[src/logic/mips_isa_pkg.sv]
`default_nettype none

package mips_isa_pkg;

    typedef logic [4:0]  reg_addr_t;
    typedef logic [31:0] word_t;

    // Primary opcode field
    typedef enum logic [5:0] {
        op_rtype = 6'b000000,
        op_beq   = 6'b000100,
        op_bne   = 6'b000101,
        op_addi  = 6'b001000,
        op_andi  = 6'b001100,
        op_ori   = 6'b001101,
        op_lui   = 6'b001111,
        op_lw    = 6'b100011,
        op_sw    = 6'b101011
    } opcode_e;

    // R-type function field
    typedef enum logic [5:0] {
        fn_sll = 6'b000000,
        fn_add = 6'b100000,
        fn_sub = 6'b100010,
        fn_and = 6'b100100,
        fn_or  = 6'b100101,
        fn_slt = 6'b101010
    } funct_e;

    typedef enum logic [3:0] {
        alu_add,
        alu_sub,
        alu_and,
        alu_or,
        alu_slt,
        alu_sll,
        alu_lui     // Immediate moved to upper half
    } alu_op_e;

    typedef struct packed {
        opcode_e    opcode;
        reg_addr_t  rs;
        reg_addr_t  rt;
        reg_addr_t  rd;
        logic [4:0] shamt;
        funct_e     funct;
    } r_fmt_t;

    typedef struct packed {
        opcode_e     opcode;
        reg_addr_t   rs;
        reg_addr_t   rt;
        logic [15:0] imm;
    } i_fmt_t;

    // Same word seen as register or immediate format
    typedef union packed {
        r_fmt_t r_fmt;
        i_fmt_t i_fmt;
    } instr_u;

endpackage

`default_nettype wire

[src/logic/mips_pipe_pkg.sv]
`default_nettype none

package mips_pipe_pkg;

    import mips_isa_pkg::*;

    // Used in execute
    typedef struct packed {
        logic    reg_dst;        // Write rd, else rt
        logic    alu_src_imm;    // B operand from immediate
        logic    alu_src_shamt;  // A operand from shamt
        alu_op_e alu_op;
    } ctrl_ex_t;

    // Used in memory
    typedef struct packed {
        logic mem_read;
        logic mem_write;
        logic branch;
        logic branch_ne;         // bne instead of beq
    } ctrl_mem_t;

    // Used in write-back
    typedef struct packed {
        logic reg_write;
        logic mem_to_reg;
    } ctrl_wb_t;

    // Source of an execute operand
    typedef enum logic [1:0] {
        fwd_none,
        fwd_from_mem,
        fwd_from_wb
    } fwd_sel_e;

endpackage

`default_nettype wire

[src/logic/pipe_ifs.sv]
`default_nettype none

// Forwarding and load-use information gathered from the later stages
interface hazard_if import mips_isa_pkg::*, mips_pipe_pkg::*; ();

    reg_addr_t ex_rs;
    reg_addr_t ex_rt;
    logic      ex_mem_read;
    reg_addr_t ex_dest;
    logic      mem_reg_write;
    reg_addr_t mem_dest;
    logic      wb_reg_write;
    reg_addr_t wb_dest;
    fwd_sel_e  fwd_a;
    fwd_sel_e  fwd_b;

    modport ctrl (
        input  ex_rs, ex_rt, ex_mem_read, ex_dest,
        input  mem_reg_write, mem_dest, wb_reg_write, wb_dest,
        output fwd_a, fwd_b
    );
    modport ex (
        output ex_rs, ex_rt, ex_mem_read, ex_dest,
        input  fwd_a, fwd_b
    );
    modport mem (
        output mem_reg_write, mem_dest, wb_reg_write, wb_dest
    );

endinterface


`default_nettype wire

[src/logic/pipe_control.sv]
`default_nettype none

module pipe_control import mips_isa_pkg::*, mips_pipe_pkg::*; (
    input  logic      i_clk,      // Sampled by the bound checker
    input  logic      i_reset,
    input  instr_u    i_instr,    // Instruction in decode
    input  logic      i_taken,
    output ctrl_ex_t  o_ctrl_ex,
    output ctrl_mem_t o_ctrl_mem,
    output ctrl_wb_t  o_ctrl_wb,
    output logic      o_stall,
    output logic      o_flush,
    hazard_if.ctrl    hz
);

    logic load_use;

    // EX/MEM is the younger producer, so it is checked first
    function automatic fwd_sel_e fwd_pick(reg_addr_t src);
        fwd_sel_e sel;
        sel = fwd_none;
        if (hz.mem_reg_write && hz.mem_dest != '0 && hz.mem_dest == src) begin
            sel = fwd_from_mem;
        end else if (hz.wb_reg_write && hz.wb_dest != '0 && hz.wb_dest == src) begin
            sel = fwd_from_wb;
        end
        return sel;
    endfunction

    //////////////////////////////
    // Main decoder
    always_comb begin
        o_ctrl_ex  = '0;
        o_ctrl_mem = '0;
        o_ctrl_wb  = '0;
        case (i_instr.r_fmt.opcode)
            op_rtype: begin
                o_ctrl_ex.reg_dst   = 1'b1;
                o_ctrl_wb.reg_write = 1'b1;
                case (i_instr.r_fmt.funct)
                    fn_add: o_ctrl_ex.alu_op = alu_add;
                    fn_sub: o_ctrl_ex.alu_op = alu_sub;
                    fn_and: o_ctrl_ex.alu_op = alu_and;
                    fn_or:  o_ctrl_ex.alu_op = alu_or;
                    fn_slt: o_ctrl_ex.alu_op = alu_slt;
                    fn_sll: begin
                        o_ctrl_ex.alu_op        = alu_sll;
                        o_ctrl_ex.alu_src_shamt = 1'b1;
                    end
                    default: o_ctrl_wb.reg_write = 1'b0;   // Unsupported funct
                endcase
            end
            op_addi, op_andi, op_ori, op_lui: begin
                o_ctrl_ex.alu_src_imm = 1'b1;
                o_ctrl_wb.reg_write   = 1'b1;
                case (i_instr.i_fmt.opcode)
                    op_andi: o_ctrl_ex.alu_op = alu_and;
                    op_ori:  o_ctrl_ex.alu_op = alu_or;
                    op_lui:  o_ctrl_ex.alu_op = alu_lui;
                    default: o_ctrl_ex.alu_op = alu_add;
                endcase
            end
            op_lw: begin
                o_ctrl_ex.alu_src_imm = 1'b1;
                o_ctrl_mem.mem_read   = 1'b1;
                o_ctrl_wb.reg_write   = 1'b1;
                o_ctrl_wb.mem_to_reg  = 1'b1;
            end
            op_sw: begin
                o_ctrl_ex.alu_src_imm = 1'b1;
                o_ctrl_mem.mem_write  = 1'b1;
            end
            op_beq, op_bne: begin
                o_ctrl_ex.alu_op     = alu_sub;   // Compare through zero flag
                o_ctrl_mem.branch    = 1'b1;
                o_ctrl_mem.branch_ne = (i_instr.r_fmt.opcode == op_bne);
            end
            default: ;
        endcase
    end

    //////////////////////////////
    // Load-use hazard
    always_comb begin
        load_use = 1'b0;
        if (hz.ex_mem_read && hz.ex_dest != '0 &&
            (hz.ex_dest == i_instr.r_fmt.rs || hz.ex_dest == i_instr.r_fmt.rt)) begin
            load_use = 1'b1;
        end
    end

    assign o_stall = load_use && !i_taken;   // Flushed load needs no stall
    assign o_flush = i_taken;

    always_comb begin
        hz.fwd_a = fwd_pick(hz.ex_rs);
        hz.fwd_b = fwd_pick(hz.ex_rt);
    end

endmodule

`default_nettype wire

[src/flat_wrapper.sv]
// flat-port wrapper written by rule: the top's interface ports become plain ports
module pipe_control_flat import mips_isa_pkg::*, mips_pipe_pkg::*;
  (i_clk, i_reset, i_instr, i_taken, o_ctrl_ex, o_ctrl_mem, o_ctrl_wb, o_stall, o_flush, hz_ex_rs, hz_ex_rt, hz_ex_mem_read, hz_ex_dest, hz_mem_reg_write, hz_mem_dest, hz_wb_reg_write, hz_wb_dest, hz_fwd_a, hz_fwd_b);
  hazard_if hz_i ();
  input  logic i_clk;
  input  logic i_reset;
  input  instr_u i_instr;
  input  logic i_taken;
  output ctrl_ex_t o_ctrl_ex;
  output ctrl_mem_t o_ctrl_mem;
  output ctrl_wb_t o_ctrl_wb;
  output logic o_stall;
  output logic o_flush;
  input wire logic [$bits(hz_i.ex_rs)-1:0] hz_ex_rs;
  input wire logic [$bits(hz_i.ex_rt)-1:0] hz_ex_rt;
  input wire logic [$bits(hz_i.ex_mem_read)-1:0] hz_ex_mem_read;
  input wire logic [$bits(hz_i.ex_dest)-1:0] hz_ex_dest;
  input wire logic [$bits(hz_i.mem_reg_write)-1:0] hz_mem_reg_write;
  input wire logic [$bits(hz_i.mem_dest)-1:0] hz_mem_dest;
  input wire logic [$bits(hz_i.wb_reg_write)-1:0] hz_wb_reg_write;
  input wire logic [$bits(hz_i.wb_dest)-1:0] hz_wb_dest;
  output wire logic [$bits(hz_i.fwd_a)-1:0] hz_fwd_a;
  output wire logic [$bits(hz_i.fwd_b)-1:0] hz_fwd_b;
  assign hz_i.ex_rs = hz_ex_rs;
  assign hz_i.ex_rt = hz_ex_rt;
  assign hz_i.ex_mem_read = hz_ex_mem_read;
  assign hz_i.ex_dest = hz_ex_dest;
  assign hz_i.mem_reg_write = hz_mem_reg_write;
  assign hz_i.mem_dest = hz_mem_dest;
  assign hz_i.wb_reg_write = hz_wb_reg_write;
  assign hz_i.wb_dest = hz_wb_dest;
  assign hz_fwd_a = hz_i.fwd_a;
  assign hz_fwd_b = hz_i.fwd_b;
  pipe_control u_core (.i_clk(i_clk), .i_reset(i_reset), .i_instr(i_instr), .i_taken(i_taken), .o_ctrl_ex(o_ctrl_ex), .o_ctrl_mem(o_ctrl_mem), .o_ctrl_wb(o_ctrl_wb), .o_stall(o_stall), .o_flush(o_flush), .hz(hz_i));
endmodule
[config.mk]
export PLATFORM = sky130hd
export DESIGN_NAME = pipe_control_flat
export DESIGN_NICKNAME = d
export VERILOG_FILES = /design/src/logic/mips_isa_pkg.sv /design/src/logic/mips_pipe_pkg.sv /design/src/logic/pipe_ifs.sv /design/src/logic/pipe_control.sv /design/src/flat_wrapper.sv
export SDC_FILE = /design/constraint.sdc
export NUM_CORES = 1
export LEC_CHECK = 0
export BUFFER_PORTS_ARGS = -buffer_cell sky130_fd_sc_hd__buf_2
export CORE_UTILIZATION = 37
export DETAILED_ROUTE_END_ITERATION = 8
export PLACE_DENSITY = 0.95
export SYNTH_ARGS = -nofsm -noshare
export SYNTH_HDL_FRONTEND = slang
export SYNTH_SLANG_ARGS = --single-unit
[constraint.sdc]
create_clock -name vclk -period 3.1
set_clock_uncertainty 0.15 [all_clocks]
set_input_delay 0.62 -clock vclk [all_inputs]
set_output_delay 0.62 -clock vclk [all_outputs]
set_load 0.1 [all_outputs]
==> impl_metrics.yaml, run 1 <==
placement:
  dpl.hpwl_um: 2180
  gp_congestion: 0.819
  port_buffers: 69
  dp_cells: 185
  pre_cts_slack_ns: 0.168
logic_synthesis:
  netlist.area_leader.share_pct: 27.6
  yosysMostFrequentCell: "xor2_1"
  synth_area_um2: 666
  synth_area_leaders: "xor2_1 (28%), xnor2_1 (13%), nand3_1 (6.0%), nor3_1 (6.0%), or4_1 (5.6%)"
  syn_nets: 161
  syn-instance-count: 98
  yosys.area.top_type: "xor2_1"
  synth_area_per_cell_um2: 6.79
  ys_types: 29
  ys_warn_count: 0
  yosysSeqAreaShare_pct: 0
  synthTopCellsByCount: "xor2_1 (21), xnor2_1 (10), nand3_1 (8), nor3_1 (8)"
setup_path:
  cp_slowest_cell: "or4_4"
  path_buf_inv: 2
  path_max_fanout: 3
  cp-startpoint: "hz_mem_dest[1]"
  path_common_cell: "nor4_4"
  start_kind: "primary input"
  path_class: "primary input to primary output"
  end_kind: "primary output"
  required_ns: 2.33
  critPathTopFamily: "simple AND/OR/NAND/NOR gates"
  critical_path.cell_chain: "buf_2, or4_4, o21ai_4, nor4_4, nor4_4, buf_12"
  slowest_delay_ns: 0.55
  cp.arrival_ns: 2.17
layout:
  utilization_pct: 77.2
  antenna_cells: 0
  finalNetCount: 226
  seq_cells: 0
  drive_gt1_share_pct: 53.4
  clkbuf_count: 0
  final-instance-count-excl-fill: 185
  seq_area_um2: 0
  area_growth_pct: 85.0
run_status:
  status: "complete, no violations"
power_and_ir_drop:
  powerDensity_mw_per_mm2: 144
  finalPower_w: 0.000177
  leakagePower_nw: 0.544
  ir_worst_vdd_mv: 0.0912
worst_hold_path:
  hold_path_class: "primary input to primary output"
  worstHoldStart: "i_taken"
  holdPathEnd: "o_flush"
  holdPathStages: 2
drt:
  routedWlPerCell_um: 13.0
  dr.pass1.iters: 4
  drt_iter0_drc: 18
  drcViolationCount: 0
  vias_per_cell: 5.29
  drt-total-wl_um: 2410
  ant_nets: 0
  vias: 978
global_routing:
  grt_overflow: 0
  grt_pass1_vias: 913
  grtUsageTotal_pct: 24.7
  grt_pass1_wl_um: 3750
  grt_max_degree: 10
  antenna_found_initial: 0
floorplanning:
  dieArea_mm2: 0.00197
  initial_core_util_pct: 41.8
  die_w_um: 44.4
  die_y_um: 44.4
  rows: 14
  ios: 82
  core_region_area_mm2: 0.00159
sta:
  fmax_mhz: 340
  hold_ws_ns: 1.48
  rsz0062_at_grt: "false"
  drv_slew: 0
  hold_violations: 0
  period_needed_ns: 2.94
  finalSetupViolCount: 0
  fin_crit_sh_pct: 94.9
  fin_ws_ns: 0.159
clocking:
  hold_buffers: 0
  cts_setup_buffers: 0
  cts_resized: 0
flow_run:
  cap_violations: 0
==> metrics by stage <==
stage / instance area [µm²] / TNS (ns)
3_5_place_dp: 1230 / 0
5_1_grt: 1230 / 0
3_3_place_gp: 1230 / 0
4_1_cts: 1230 / 0
6_report: 1230 / 0
2_1_floorplan: 815 / -1.36
==> metal layers <==
metal,share of wire (%),GRT usage [%],wire length (µm),vias up
met5,0,0,0,-
met4,1.7,4.24,41,0
met3,6.6,0.408,160,4
met2,51,49.4,1240,62
met1,40,29.0,967,436
li1,-,-,-,476
==> area by class of cell <==
class | instances | area (µm²)
multi-input combinational | 91 | 762
timing repair buffer | 69 | 435
fill | 111 | 363
tap | 24 | 30.0
inverter | 1 | 3.75
==> worst max-delay path by stage <==
| stage | end | slack (ns) | cells after the start |
|---|---|---|---|
| final | hz_fwd_a[1] | 0.16 | 6 |
| after global routing | hz_fwd_a[1] | 0.13 | 6 |
| after CTS | hz_fwd_a[1] | 0.16 | 6 |
| after detailed placement | hz_fwd_a[1] | 0.17 | 6 |
| after global placement | hz_fwd_a[1] | 0.18 | 6 |
| after floorplan | hz_fwd_a[1] | -0.38 | 4 |
==> where the power goes <==
group | switching, W | total, W | internal [W]
logic | 0.000111 | 0.000177 | 0.0000661
registers | 0 | 0 | 0
clock network | 0 | 0 | 0
==> layout by cell type, fill, tap and decap left out <==
cell	n
o21bai_1	1
buf_2	63
nor4_2	1
nor3_1	7
a21oi_2	1
xor2_1	21
conb_1	1
o31a_1	1
and3_1	1
o31ai_1	1
and2_4	1
o22ai_2	2
nand4b_1	1
nor4_4	5
o21ai_0	1
nor4b_1	1
or4_4	1
nand3_4	1
nor2_1	5
nand2_1	4
nor3_2	1
buf_12	6
nor2b_1	4
nor3b_4	1
nand3_1	7
or3_4	1
inv_1	1
or4_1	4
o21ai_1	2
o21ai_4	1
a21oi_1	2
nor2b_2	1
xnor2_1	10
==> kinds of logic after synthesis <==
logic type / share of synthesized area [%]
xor+xnor: 40.8
simple gates: 41.5
buf+inv: 5.83
other cells: 0.563
compound gates: 11.3
(Power assumes the default switching activity.)
==> run 2: changes to the inputs <==
BUFFER_PORTS_ARGS = default   (was -buffer_cell sky130_fd_sc_hd__buf_2)
CORE_UTILIZATION = 45   (was 37)
DONT_BUFFER_PORTS = 1   (was default)
PLACE_DENSITY = 0.7   (was 0.95)
==> run 2 against run 1 <==
Effect of this change:
- sequential share of layout area unchanged
- routed wire length down 27%
- worst hold slack worse by 0.39 ns
- largest power group unchanged
==> impl_metrics.yaml, run 2 (synthesized netlist as in run 1, its figures left out) <==
drt:
  routedWlPerCell_um: 14.3
  met3_wirelength_um: 185
  vias: 747
  drt_iter0_drc: 9
  dr.pass1.iters: 4
  drt-total-wl_um: 1770
  wl_met1_um: 568
  maxUsedRoutingLayer: "met3"
  wl_met2_um: 1010
  vias_per_cell: 6.07
  ant_nets: 0
  drcViolationCount: 0
power_and_ir_drop:
  switching_share_pct: 60.7
  leakagePower_nw: 0.335
  p_int_w: 0.0000441
  switchingPower_w: 0.0000680
  ir_worst_vdd_mv: 0.0606
  share_comb_of_total_power_pct: 100.0
  powerDensity_mw_per_mm2: 116
  power_frac_clock_pct: 0
  p_seq_share_pct: 0
global_routing:
  antenna_found_initial: 0
  grt_pass1_vias: 703
  grtUsageTotal_pct: 22.3
  grt_overflow: 0
  grt_pass1_wl_um: 2580
  grt_max_degree: 10
run_status:
  status: "complete, no violations"
sta:
  drv_slew: 0
  period_needed_ns: 2.78
  finalSetupViolCount: 0
  hold_violations: 0
  finalSetupTns_ns: 0
  rsz0062_at_grt: "false"
  fin_crit_sh_pct: 89.8
  fmax_mhz: 359
  fin_ws_ns: 0.317
floorplanning:
  die_y_um: 40.5
  ios: 82
  die_w_um: 40.5
  initial_core_util_pct: 49.9
  dieArea_mm2: 0.00164
  core_region_area_mm2: 0.00133
  rows: 13
clocking:
  cts_setup_buffers: 0
  hold_buffers: 0
  cts_resized: 0
worst_hold_path:
  worstHoldStart: "i_taken"
  holdPathStages: 0
  hold_path_class: "primary input to primary output"
layout:
  utilization_pct: 72.6
  seq_cells: 0
  final-instance-count-excl-fill: 123
  drive_gt1_share_pct: 31.5
  antenna_cells: 0
  final_common_cell: "xor2_1"
  seq_area_um2: 0
  nFillCells: 112
  layout_common_cells: "xor2_1 (21), buf_4 (13), xnor2_1 (10), nand3_1 (7), nor3_1 (7)"
  area_growth_pct: 45.5
  design_area_um2: 968
  clkbuf_count: 0
  finalNetCount: 173
placement:
  dpl_cell_area_um2: 968
  port_buffers: 0
  pre_cts_slack_ns: 0.313
  dpl.hpwl_um: 1630
  dp_cells: 123
  gp_congestion: 0.703
setup_path:
  cp-startpoint: "hz_mem_dest[1]"
  start_kind: "primary input"
  end_kind: "primary output"
  required_ns: 2.33
  path_class: "primary input to primary output"
  slowest_delay_ns: 0.53
  critical_path.cell_chain: "or4_4, o21ai_4, nor4_4, nor4_4, buf_12"
  path_common_cell: "nor4_4"
  path_max_fanout: 3
  cp.arrival_ns: 2.01
  cp_slowest_cell: "or4_4"
flow_run:
  cap_violations: 0
-- run 2: changes by cell type in the layout (fill, tap and decap cells not counted) --
cell | before | now
buf_12 | 6 | 2
buf_16 | 0 | 1
buf_2 | 63 | 0
buf_4 | 0 | 13
nor3_2 | 1 | 0
nor3_4 | 0 | 1
nor4_2 | 1 | 0
nor4_4 | 5 | 6
o21ai_1 | 2 | 1
o21ai_2 | 0 | 1
-- run 2: metrics by stage --
step	power (W)	hold slack [ns]
after floorplan	0.000111	1.19
after global placement	0.000110	1.09
after detailed placement	0.000113	1.09
after CTS	0.000113	1.09
after global routing	0.000121	1.09
final	0.000112	1.09
-- run 2: area by class of cell --
class | instances | area [µm²] | area share (%)
inverters | 1 | 3.75 | 0.388
well taps | 15 | 18.8 | 1.94
repair buffers | 16 | 165 | 17.1
multi-input cells | 91 | 781 | 80.6
-- run 2: path summary, 6_finish.rpt --
path,to,slack (ns)
max,hz_fwd_a[1],0.32
min,o_flush,1.09
-- run 2: worst max-delay path: cells and delay by family --
family                 cells  cell delay (ns)
buffers and inverters      1             0.21
AOI/OAI and AO/OA          1             0.23
and+or+nand+nor            3             0.95
-- run 2: metal layers --
metal | up-vias | global-route usage (%)
met5 | - | 0
met4 | 0 | 0
met3 | 0 | 5.56
met2 | 42 | 46.4
met1 | 337 | 22.8
li1 | 368 | -
-- run 2: power groups by stage --
stage               registers, W  clock network (W)  logic (W)
floorplan                      0                  0   0.000111
global placement               0                  0   0.000110
detailed placement             0                  0   0.000113
CTS                            0                  0   0.000113
global route                   0                  0   0.000121
finish                         0                  0   0.000112
