==> config.mk <==
export PLATFORM = sky130hd
export DESIGN_NAME = stage_execute_flat
export DESIGN_NICKNAME = d
export VERILOG_FILES = /design/src/logic/mips_isa_pkg.sv /design/src/logic/mips_pipe_pkg.sv /design/src/logic/pipe_ifs.sv /design/src/logic/stage_execute.sv /design/src/flat_wrapper.sv
export SDC_FILE = /design/constraint.sdc
export NUM_CORES = 1
export LEC_CHECK = 0
export ABC_AREA = 1
export BUFFER_PORTS_ARGS = -buffer_cell sky130_fd_sc_hd__buf_2
export CAP_MARGIN = 40
export CORE_UTILIZATION = 29
export DETAILED_ROUTE_END_ITERATION = 6
export MAX_ROUTING_LAYER = met4
export PLACE_DENSITY_LB_ADDON = 0.15
export SETUP_SLACK_MARGIN = 0.3
export SYNTH_ARGS = -nofsm -noshare
export SYNTH_HDL_FRONTEND = slang
export SYNTH_SLANG_ARGS = --single-unit
==> constraint.sdc <==
create_clock -name i_clk -period 4.02 [get_ports i_clk]
set_input_delay 0.603 -clock i_clk [delete_from_list [all_inputs] [get_ports i_clk]]
set_output_delay 0.603 -clock i_clk [all_outputs]
set_load 0.01 [all_outputs]
==> src/logic/mips_isa_pkg.sv <==
`default_nettype none

package mips_isa_pkg;

    typedef logic [4:0]  reg_addr_t;
    typedef logic [31:0] word_t;

    // Primary opcode field
    typedef enum logic [5:0] {
        op_rtype = 6'b000000,
        op_beq   = 6'b000100,
        op_bne   = 6'b000101,
        op_addi  = 6'b001000,
        op_andi  = 6'b001100,
        op_ori   = 6'b001101,
        op_lui   = 6'b001111,
        op_lw    = 6'b100011,
        op_sw    = 6'b101011
    } opcode_e;

    // R-type function field
    typedef enum logic [5:0] {
        fn_sll = 6'b000000,
        fn_add = 6'b100000,
        fn_sub = 6'b100010,
        fn_and = 6'b100100,
        fn_or  = 6'b100101,
        fn_slt = 6'b101010
    } funct_e;

    typedef enum logic [3:0] {
        alu_add,
        alu_sub,
        alu_and,
        alu_or,
        alu_slt,
        alu_sll,
        alu_lui     // Immediate moved to upper half
    } alu_op_e;

    typedef struct packed {
        opcode_e    opcode;
        reg_addr_t  rs;
        reg_addr_t  rt;
        reg_addr_t  rd;
        logic [4:0] shamt;
        funct_e     funct;
    } r_fmt_t;

    typedef struct packed {
        opcode_e     opcode;
        reg_addr_t   rs;
        reg_addr_t   rt;
        logic [15:0] imm;
    } i_fmt_t;

    // Same word seen as register or immediate format
    typedef union packed {
        r_fmt_t r_fmt;
        i_fmt_t i_fmt;
    } instr_u;

endpackage

`default_nettype wire

==> src/logic/mips_pipe_pkg.sv <==
`default_nettype none

package mips_pipe_pkg;

    import mips_isa_pkg::*;

    // Used in execute
    typedef struct packed {
        logic    reg_dst;        // Write rd, else rt
        logic    alu_src_imm;    // B operand from immediate
        logic    alu_src_shamt;  // A operand from shamt
        alu_op_e alu_op;
    } ctrl_ex_t;

    // Used in memory
    typedef struct packed {
        logic mem_read;
        logic mem_write;
        logic branch;
        logic branch_ne;         // bne instead of beq
    } ctrl_mem_t;

    // Used in write-back
    typedef struct packed {
        logic reg_write;
        logic mem_to_reg;
    } ctrl_wb_t;

    // Source of an execute operand
    typedef enum logic [1:0] {
        fwd_none,
        fwd_from_mem,
        fwd_from_wb
    } fwd_sel_e;

endpackage

`default_nettype wire

==> src/logic/pipe_ifs.sv <==
`default_nettype none

// Forwarding and load-use information gathered from the later stages
interface hazard_if import mips_isa_pkg::*, mips_pipe_pkg::*; ();

    reg_addr_t ex_rs;
    reg_addr_t ex_rt;
    logic      ex_mem_read;
    reg_addr_t ex_dest;
    logic      mem_reg_write;
    reg_addr_t mem_dest;
    logic      wb_reg_write;
    reg_addr_t wb_dest;
    fwd_sel_e  fwd_a;
    fwd_sel_e  fwd_b;

    modport ctrl (
        input  ex_rs, ex_rt, ex_mem_read, ex_dest,
        input  mem_reg_write, mem_dest, wb_reg_write, wb_dest,
        output fwd_a, fwd_b
    );
    modport ex (
        output ex_rs, ex_rt, ex_mem_read, ex_dest,
        input  fwd_a, fwd_b
    );
    modport mem (
        output mem_reg_write, mem_dest, wb_reg_write, wb_dest
    );

endinterface


`default_nettype wire

==> src/logic/stage_execute.sv <==
`default_nettype none

module stage_execute import mips_isa_pkg::*, mips_pipe_pkg::*; (
    input  logic       i_clk,
    input  logic       i_reset,
    input  ctrl_ex_t   i_ctrl_ex,
    input  ctrl_mem_t  i_ctrl_mem,
    input  ctrl_wb_t   i_ctrl_wb,
    input  word_t      i_pc_next,
    input  word_t      i_rs_data,
    input  word_t      i_rt_data,
    input  word_t      i_imm,
    input  reg_addr_t  i_rs,
    input  reg_addr_t  i_rt,
    input  reg_addr_t  i_rd,
    input  logic [4:0] i_shamt,
    input  logic       i_flush,
    hazard_if.ex       hz,
    input  word_t      i_wb_data,
    output ctrl_mem_t  o_ctrl_mem,
    output ctrl_wb_t   o_ctrl_wb,
    output word_t      o_alu_result,
    output word_t      o_store_data,
    output word_t      o_branch_target,
    output logic       o_alu_zero,
    output reg_addr_t  o_dest
);

    word_t     fwd_a_val;
    word_t     fwd_b_val;
    word_t     op_a;
    word_t     op_b;
    word_t     alu_out;
    reg_addr_t dest;

    function automatic word_t fwd_mux(fwd_sel_e sel, word_t rf_val, word_t mem_val,
                                      word_t wb_val);
        case (sel)
            fwd_from_mem: return mem_val;
            fwd_from_wb:  return wb_val;
            default:      return rf_val;
        endcase
    endfunction

    assign fwd_a_val = fwd_mux(hz.fwd_a, i_rs_data, o_alu_result, i_wb_data);
    assign fwd_b_val = fwd_mux(hz.fwd_b, i_rt_data, o_alu_result, i_wb_data);

    assign op_a = i_ctrl_ex.alu_src_shamt ? {27'd0, i_shamt} : fwd_a_val;
    assign op_b = i_ctrl_ex.alu_src_imm ? i_imm : fwd_b_val;
    assign dest = i_ctrl_ex.reg_dst ? i_rd : i_rt;

    // Seen by hazard detection and forwarding
    assign hz.ex_rs       = i_rs;
    assign hz.ex_rt       = i_rt;
    assign hz.ex_mem_read = i_ctrl_mem.mem_read;
    assign hz.ex_dest     = dest;

    //////////////////////////////
    // ALU
    always_comb begin
        case (i_ctrl_ex.alu_op)
            alu_sub: alu_out = op_a - op_b;
            alu_and: alu_out = op_a & op_b;
            alu_or:  alu_out = op_a | op_b;
            alu_slt: alu_out = {31'd0, $signed(op_a) < $signed(op_b)};
            alu_sll: alu_out = op_b << op_a[4:0];   // rt shifted by shamt
            alu_lui: alu_out = {op_b[15:0], 16'h0000};
            default: alu_out = op_a + op_b;
        endcase
    end

    // EX/MEM register
    always_ff @(posedge i_clk) begin
        if (i_reset || i_flush) begin
            o_ctrl_mem <= '0;
            o_ctrl_wb  <= '0;
        end else begin
            o_ctrl_mem <= i_ctrl_mem;
            o_ctrl_wb  <= i_ctrl_wb;
        end
    end

    always_ff @(posedge i_clk) begin
        o_alu_result    <= alu_out;
        o_store_data    <= fwd_b_val;
        o_branch_target <= i_pc_next + {i_imm[29:0], 2'b00};
        o_alu_zero      <= (alu_out == '0);
        o_dest          <= dest;
    end

endmodule

`default_nettype wire

==> src/flat_wrapper.sv <==
// flat-port wrapper written by rule: the top's interface ports become plain ports
module stage_execute_flat import mips_isa_pkg::*, mips_pipe_pkg::*;
  (i_clk, i_reset, i_ctrl_ex, i_ctrl_mem, i_ctrl_wb, i_pc_next, i_rs_data, i_rt_data, i_imm, i_rs, i_rt, i_rd, i_shamt, i_flush, i_wb_data, o_ctrl_mem, o_ctrl_wb, o_alu_result, o_store_data, o_branch_target, o_alu_zero, o_dest, hz_ex_rs, hz_ex_rt, hz_ex_mem_read, hz_ex_dest, hz_fwd_a, hz_fwd_b);
  hazard_if hz_i ();
  input  logic i_clk;
  input  logic i_reset;
  input  ctrl_ex_t i_ctrl_ex;
  input  ctrl_mem_t i_ctrl_mem;
  input  ctrl_wb_t i_ctrl_wb;
  input  word_t i_pc_next;
  input  word_t i_rs_data;
  input  word_t i_rt_data;
  input  word_t i_imm;
  input  reg_addr_t i_rs;
  input  reg_addr_t i_rt;
  input  reg_addr_t i_rd;
  input  logic [4:0] i_shamt;
  input  logic i_flush;
  input  word_t i_wb_data;
  output ctrl_mem_t o_ctrl_mem;
  output ctrl_wb_t o_ctrl_wb;
  output word_t o_alu_result;
  output word_t o_store_data;
  output word_t o_branch_target;
  output logic o_alu_zero;
  output reg_addr_t o_dest;
  output wire logic [$bits(hz_i.ex_rs)-1:0] hz_ex_rs;
  output wire logic [$bits(hz_i.ex_rt)-1:0] hz_ex_rt;
  output wire logic [$bits(hz_i.ex_mem_read)-1:0] hz_ex_mem_read;
  output wire logic [$bits(hz_i.ex_dest)-1:0] hz_ex_dest;
  input wire logic [$bits(hz_i.fwd_a)-1:0] hz_fwd_a;
  input wire logic [$bits(hz_i.fwd_b)-1:0] hz_fwd_b;
  assign hz_ex_rs = hz_i.ex_rs;
  assign hz_ex_rt = hz_i.ex_rt;
  assign hz_ex_mem_read = hz_i.ex_mem_read;
  assign hz_ex_dest = hz_i.ex_dest;
  assign hz_i.fwd_a = hz_fwd_a;
  assign hz_i.fwd_b = hz_fwd_b;
  stage_execute u_core (.i_clk(i_clk), .i_reset(i_reset), .i_ctrl_ex(i_ctrl_ex), .i_ctrl_mem(i_ctrl_mem), .i_ctrl_wb(i_ctrl_wb), .i_pc_next(i_pc_next), .i_rs_data(i_rs_data), .i_rt_data(i_rt_data), .i_imm(i_imm), .i_rs(i_rs), .i_rt(i_rt), .i_rd(i_rd), .i_shamt(i_shamt), .i_flush(i_flush), .hz(hz_i), .i_wb_data(i_wb_data), .o_ctrl_mem(o_ctrl_mem), .o_ctrl_wb(o_ctrl_wb), .o_alu_result(o_alu_result), .o_store_data(o_store_data), .o_branch_target(o_branch_target), .o_alu_zero(o_alu_zero), .o_dest(o_dest));
endmodule
==> qor.csv, run 1 <==
stage,metric,value,unit
outcome,status,completed,
critical_path,critPathLaunchType,primary input,
critical_path,endpoint_kind,register,
critical_path,crit_path_start,hz_fwd_a[0],
logic_synthesis,synthesis.nets,2640,
detailed_routing,firstDrtPassIters,7,
detailed_routing,drt-total-wl,83900,um
clocking,root_buffer,clkbuf_16,
die,die_x,218,um
logic_synthesis,ys_types,52,
logic_synthesis,synthFlopType,dfxtp_1,
detailed_routing,vias,19000,
global_routing,grt_pass1_wl,119000,um
timing,fin_crit,3730,ps
critical_path,critPathRequiredTime,4370,ps
logic_synthesis,yosysTopAreaCell,nand2_1,
global_routing,grt_pass1_vias,18000,
critical_path,worstPathMaxFanout,7,
critical_path,max_stage_delay,380,ps
global_routing,antenna_found_initial,1,
die,rows,78,
global_routing,track_usage,35.5,%
finish,postLayoutCoreUtil,47.5,%
critical_path,slowest_stage,fa_2,
timing,holdWs,311,ps
timing,setup_tns,0,ps
logic_synthesis,yosysWarnings,0,
logic_synthesis,synth.ff_latch_count,108,
clocking,cts.sinks,108,
clocking,htreeDepth,3,
pwr,ir_worst_vdd,248,uV
die,dieArea,0.0476,mm^2
detailed_routing,route.detailed.drc,0,
placed_design,dp_hpwl,70500,um
timing,finalHoldViolCount,0,
flow_run,cap_violations,0,
global_routing,overflow,0,
timing,finalSetupViolations,0,
detailed_routing,routedWlPerCell,22.8,um
detailed_routing,met3_wirelength,4800,um
timing,slew_violations,0,
placed_design,io_buffer_count,313,
clocking,cts_inserted_buffers,9,
clocking,insertion_delay,400,ps
timing,fin_crit_sh,92.7,%
timing,grt_setup_unrepaired,yes,
timing,worst_pin_slew,850,ps
die,io_pins,324,
logic_synthesis,syn_avg_cell_area,5.87,um^2
detailed_routing,vias_per_cell,5.17,
clocking,cts_tree,built,
finish,layout-drive-gt1-share,40.4,%
logic_synthesis,seq_area_frac_synth,16.0,%
worst_hold_path,hold_class,in2reg,
logic_synthesis,synth_area,0.0135,mm^2
worst_hold_path,worstHoldStart,i_pc_next[1],
die,core_area,0.0458,mm^2
detailed_routing,met1_length,38300,um
finish,fill_cells,4992,
clocking,clk_pin_slew,90,ps
die,start_util,29.6,%
critical_path,path_class,in2reg,
critical_path,r2r-start,u_core.o_alu_result[9],
critical_path,worstPathArrival,4070,ps
logic_synthesis,ys_top_cells_by_area,"nand2_1 (17%), dfxtp_1 (16%), ha_1 (12%)",
logic_synthesis,netlist_instances,2307,
clocking,cts.path.max_buffers,2,
finish,nNetsFinal,3401,
logic_synthesis,synth_edf_count,0,
pwr,cellLeakagePower,11.2,nW
die,die_h,218,um
detailed_routing,top_layer_used,met4,
critical_path,crit_top_cell,nand2_4,
timing,slew_headroom,43.3,%
timing,clock_skew,12.1,ps
global_routing,grt_max_degree,44,
logic_synthesis,yosysTopAreaCellShare,17.1,%
placed_design,place_congestion,1.01,
pwr,powerDensity,351,mW/mm^2
timing,fmax,268,MHz
detailed_routing,ant_nets,0,
detailed_routing,wl_met2,38100,um
finish,synthToLayoutAreaGrowth,60.3,%
detailed_routing,drtIter0Drc,1840,
clocking,cts.hold.buffers_added,0,
logic_synthesis,postSynth.asyncResetShare,0,%
pwr,power.total,7.63,mW
flip-flops by register name (all words and copies together), names as in the netlist:
signal                  cells
u_core.o_alu_zero           1
u_core.o_store_data        32
u_core.o_branch_target     32
u_core.o_ctrl_wb            2
u_core.o_dest               5
u_core.o_alu_result        32
u_core.o_ctrl_mem           4
worst max-delay path, delay by kind of cell:
kind	cells	cell delay, ps
buf+inv	7	650
compound gates	2	270
simple gates	17	1670
fa+ha+maj	3	850
synthesized netlist by cell type (4+ instances only):
master,count
buf_4,19
a21oi_1,140
nor3_1,21
nand3_1,300
inv_2,7
inv_1,261
nand2_2,22
o2111ai_1,5
o22ai_1,7
or2_1,28
or2_0,4
o21bai_1,8
nand4_1,29
buf_1,4
a21o_1,7
or2_2,11
xor2_1,32
xnor2_1,8
o21a_1,8
buf_6,4
o21ai_0,118
nand2_1,617
nand3_2,9
o21ai_1,11
mux2_2,5
buf_2,50
nor2_1,215
a221oi_1,42
dfxtp_1,108
clkbuf_1,29
o211ai_1,6
nand3b_1,4
a21boi_0,4
ha_1,130
placed cells by master (no fill, tap or decap), types with 15 or more instances in the layout:
| cell type | synthesis | final |
|---|---|---|
| ha_1 | 130 | 98 |
| inv_2 | 7 | 16 |
| o21ai_2 | 3 | 15 |
| buf_2 | 50 | 309 |
| ha_4 | 0 | 29 |
| nand4_1 | 29 | 29 |
| nand3_1 | 300 | 267 |
| o21ai_1 | 11 | 28 |
| nand2_1 | 617 | 557 |
| buf_4 | 19 | 509 |
| xor2_1 | 32 | 30 |
| inv_1 | 261 | 246 |
| nor2_1 | 215 | 146 |
| nand2_2 | 22 | 62 |
| nand2_4 | 1 | 20 |
| nor2_4 | 0 | 19 |
| dfxtp_1 | 108 | 108 |
| or2_1 | 28 | 25 |
| nor2_2 | 0 | 50 |
| a21oi_2 | 0 | 29 |
| buf_6 | 4 | 25 |
| a221oi_1 | 42 | 31 |
| o21ai_0 | 118 | 82 |
| nand3_2 | 9 | 36 |
| a21oi_1 | 140 | 99 |
timing repair:
action / CTS / global route
pin swaps: 57 / 125
setup endpoints to repair: 26 / 14
buffers inserted: 21 / 34
gates resized for setup: 204 / 266
worst paths after layout:
path / endpoint / slack, ps / cells after the start
max reg2reg: u_core.o_alu_zero / 580 / 23
min reg2reg: u_core.o_store_data[0] / 720 / 3
min: u_core.o_branch_target[1] / 310 / 1
max: u_core.o_alu_zero / 290 / 29
per-stage QoR:
| stage | cell area, um^2 | instances | worst slack [ps] |
|---|---|---|---|
| floorplan | 13600 | 2307 | 360 |
| global route | 21700 | 3674 | 186 |
| finish | 21700 | 3675 | 292 |
| global placement | 19100 | 3601 | -999 |
| detailed placement | 19100 | 3602 | -983 |
| CTS | 20400 | 3639 | 301 |
cell type report:
class                   instances  area, um^2  share of cell area (%)
repair buffers                858        5930                    27.3
inverters                     270        1040                    4.79
multi-input cells            1821       11500                    53.0
clock buffers                   9         225                    1.04
diodes                          2        5.00                  0.0230
well taps                     600         751                    3.46
flip-flops and latches        108        2160                    9.95
clock inverters                 7        86.3                   0.397
metal layers:
metal	up-vias	track usage, %
met4	0	11.9
met2	778	55.9
met5	-	-
li1	9116	-
met1	8979	47.0
met3	116	4.01
where the power goes:
part           switching, mW  leakage [nW]  internal, mW
clock network          0.548         0.151         0.451
registers              0.176         0.909          1.29
logic                   2.96          10.1          2.20
cells by family after synthesis:
| logic type | count (synthesis) | synth area share, % |
|---|---|---|
| AO/OA/AOI/OAI | 373 | 16.1 |
| XOR/XNOR | 40 | 2.59 |
| adder cells (fa/ha/maj) | 133 | 12.4 |
| buffers and inverters | 378 | 11.7 |
| flip-flops | 108 | 16.0 |
| multiplexers | 5 | 0.416 |
| AND/OR/NAND/NOR | 1270 | 40.7 |
Note: power is estimated with default switching activity, not from simulation.
==> inputs of run 2 (changes only) <==
--- a/config.mk
+++ b/config.mk
@@ -8,7 +8,9 @@
 export ABC_AREA = 1
 export BUFFER_PORTS_ARGS = -buffer_cell sky130_fd_sc_hd__buf_2
 export CAP_MARGIN = 40
-export CORE_UTILIZATION = 29
+export CELL_PAD_IN_SITES_DETAIL_PLACEMENT = 0
+export CELL_PAD_IN_SITES_GLOBAL_PLACEMENT = 2
+export CORE_UTILIZATION = 28
 export DETAILED_ROUTE_END_ITERATION = 6
 export MAX_ROUTING_LAYER = met4
 export PLACE_DENSITY_LB_ADDON = 0.15
==> constraint.sdc (replaced) <==
create_clock -name i_clk -period 4 [get_ports i_clk]
set_input_delay 0.6 -clock i_clk [delete_from_list [all_inputs] [get_ports i_clk]]
set_output_delay 0.6 -clock i_clk [all_outputs]
set_load 0.01 [all_outputs]
==> run 2 against run 1 <==
  * Final cell count fell by 0.98%
  * Combinational power fell by 2%
  * Count of clock-buffer cells in the layout did not move
  * Clock power barely moved
  * Worst hold slack got worse by 12 ps
  * Critical path depth fell by 2
  * First-iteration DRC count fell by 4.9%
  * Largest cell class unchanged
  * Sequential share of layout area rose by 0.18 points
  * Global-route usage fell by 2.5 points
  * Register-to-register slack improved by 60 ps
==> qor.csv, run 2 (same netlist as run 1, synthesis figures left out) <==
stage,metric,value,unit,change
detailed_routing,firstDrtPassIters,6,,was 7
clocking,htreeDepth,3,,unchanged
detailed_routing,drtIter0Drc,1749,,was 1840
detailed_routing,top_layer_used,met4,,unchanged
die,start_util,28.4,%,was 29.6%
pwr,ir_worst_vdd,189,uV,was 248 uV
timing,slew_headroom,44.2,%,was 43.3%
global_routing,antenna_found_initial,4,,was 1
die,io_pins,324,,unchanged
timing,finalHoldViolCount,0,,unchanged
timing,holdWs,299,ps,was 311 ps
die,die_h,222,um,was 218 um
die,core_area,0.0477,mm^2,was 0.0458 mm^2
finish,regArea,0.00216,mm^2,unchanged
global_routing,track_usage,33.0,%,was 35.5%
critical_path,path_buf_inv,9,,was 7
clocking,insertion_delay,400,ps,about the same
clocking,cts.sinks,108,,unchanged
die,dieArea,0.0493,mm^2,was 0.0476 mm^2
critical_path,endpoint_kind,register,,unchanged
die,rows,80,,was 78
finish,fin_cells,3639,,was 3675
global_routing,grt_pass1_wl,116000,um,was 119000 um
flow_run,cap_violations,0,,unchanged
critical_path,cpLargestDelayFamily,simple AND/OR/NAND/NOR gates,,unchanged
detailed_routing,met3_wirelength,5430,um,was 4800 um
global_routing,grt_pass1_vias,17700,,was 18000
critical_path,path_class,in2reg,,unchanged
detailed_routing,vias,18800,,was 19000
timing,clock_skew,20.6,ps,was 12.1 ps
placed_design,postPlaceCellArea,0.0188,mm^2,was 0.0191 mm^2
critical_path,slowest_stage,ha_4,,was fa_2
timing,fmax,268,MHz,
placed_design,io_buffer_count,313,,unchanged
timing,slew_violations,0,,unchanged
die,die_x,222,um,was 218 um
timing,worst_pin_slew,836,ps,was 850 ps
clocking,root_buffer,clkbuf_16,,unchanged
outcome,status,completed,,unchanged
finish,layout-drive-gt1-share,38.7,%,was 40.4%
finish,reg_top3,"u_core.o_alu_result x32, u_core.o_branch_target x32, u_core.o_store_data x32",,unchanged
detailed_routing,wl_met2,37000,um,was 38100 um
timing,grt_setup_unrepaired,yes,,unchanged
finish,final_cell_mix,"nand2_1 (562), buf_4 (454), buf_2 (311)",,"was nand2_1 (557), buf_4 (509), buf_2 (309)"
critical_path,critPathRequiredTime,4350,ps,was 4370 ps
clocking,cts_inserted_buffers,9,,unchanged
finish,postLayoutCoreUtil,44.7,%,was 47.5%
detailed_routing,met1_length,36300,um,was 38300 um
timing,fin_crit_sh,93.4,%,
pwr,cellLeakagePower,10.9,nW,was 11.2 nW
finish,final_common_cell,nand2_1,,unchanged
detailed_routing,vias_per_cell,5.18,,was 5.17
finish,multi_input_area,0.0113,mm^2,was 0.0115 mm^2
global_routing,overflow,0,,unchanged
detailed_routing,ant_nets,0,,unchanged
detailed_routing,routedWlPerCell,22.6,um,was 22.8 um
timing,fin_crit,3740,ps,
clocking,cts.path.max_buffers,2,,unchanged
finish,nNetsFinal,3349,,was 3401
detailed_routing,drt-total-wl,82300,um,was 83900 um
detailed_routing,route.detailed.drc,0,,unchanged
worst_hold_path,hold_class,in2reg,,unchanged
finish,synthToLayoutAreaGrowth,57.5,%,was 60.3%
critical_path,worstPathArrival,4080,ps,was 4070 ps
placed_design,place_congestion,1.03,,was 1.01
placed_design,dp_cells,3568,,was 3602
global_routing,grt_max_degree,43,,was 44
placed_design,dp_hpwl,67600,um,was 70500 um
timing,finalSetupViolations,0,,unchanged
clocking,clk_pin_slew,90,ps,about the same
finish,fin_area,0.0213,mm^2,was 0.0217 mm^2
finish,fill_cells,5183,,was 4992
pwr,powerDensity,354,mW/mm^2,was 351 mW/mm^2
critical_path,max_stage_delay,300,ps,was 380 ps
critical_path,critPathLaunchType,primary input,,unchanged
critical_path,worstPathMaxFanout,10,,was 7
clocking,cts_tree,built,,unchanged
run 2: worst reg2reg max path, cell delays in order (launching register included):
cell and delay (ps):
dfxtp_1 540, nand2_1 100, nand3_1 130, nand3_2 130, nand2_4 180, inv_1 80
ha_1 200, inv_1 150, o21ai_2 100, a21oi_2 170, nor2_1 80, nor2_2 210
buf_4 160, nor2_1 30, nor2_1 140, nand3_1 100, nand3_1 90, nand4_1 110
nor2_2 160, nand2_2 80, nor2_4 150, nand3_4 110, nor2_2 100
run 2: per-layer routing:
layer / track usage [%] / vias up
met5: - / -
met4: 12.1 / 0
met3: 5.42 / 136
met2: 52.4 / 847
met1: 41.8 / 8834
li1: - / 9020
run 2: metrics by stage:
stage	total power, mW	setup WS (ps)	setup TNS (ps)
6_report	7.55	263	0
5_1_grt	7.97	85.6	0
4_1_cts	7.14	292	0
3_5_place_dp	5.76	-768	-5280
3_3_place_gp	5.78	-798	-5370
2_1_floorplan	3.44	343	0
run 2: path summary, 6_finish.rpt:
kind | from | to | slack [ps] | cells past startpoint
max | hz_fwd_b[1] | u_core.o_alu_zero | 260 | 27
min | i_pc_next[0] | u_core.o_branch_target[0] | 300 | 1
max reg2reg | u_core.o_alu_result[14] | u_core.o_alu_zero | 640 | 22
min reg2reg | u_core.o_alu_result[25] | u_core.o_store_data[25] | 670 | 4
run 2: timing repair:
action,4_1_cts,5_1_grt
pin swaps,41,93
cloned,2,5
buffers inserted,12,33
endpoints found under the hold margin,0,0
hold buffers,0,0
resized for setup,207,213
setup endpoints to repair,17,11
run 2: cell type report:
cell class / count / share of cell area [%]
Timing Repair Buffer: 806 / 26.9
Sequential cell: 108 / 10.1
Multi-Input combinational cell: 1821 / 53.0
Clock inverter: 7 / 0.416
Inverter: 270 / 4.85
Clock buffer: 9 / 1.06
Antenna cell: 3 / 0.0352
Tap cell: 615 / 3.61
run 2: power by group:
part / leakage, nW / internal, mW / switching [mW]
clock network: 0.156 / 0.502 / 0.518
registers: 0.909 / 1.30 / 0.178
logic: 9.80 / 2.16 / 2.89
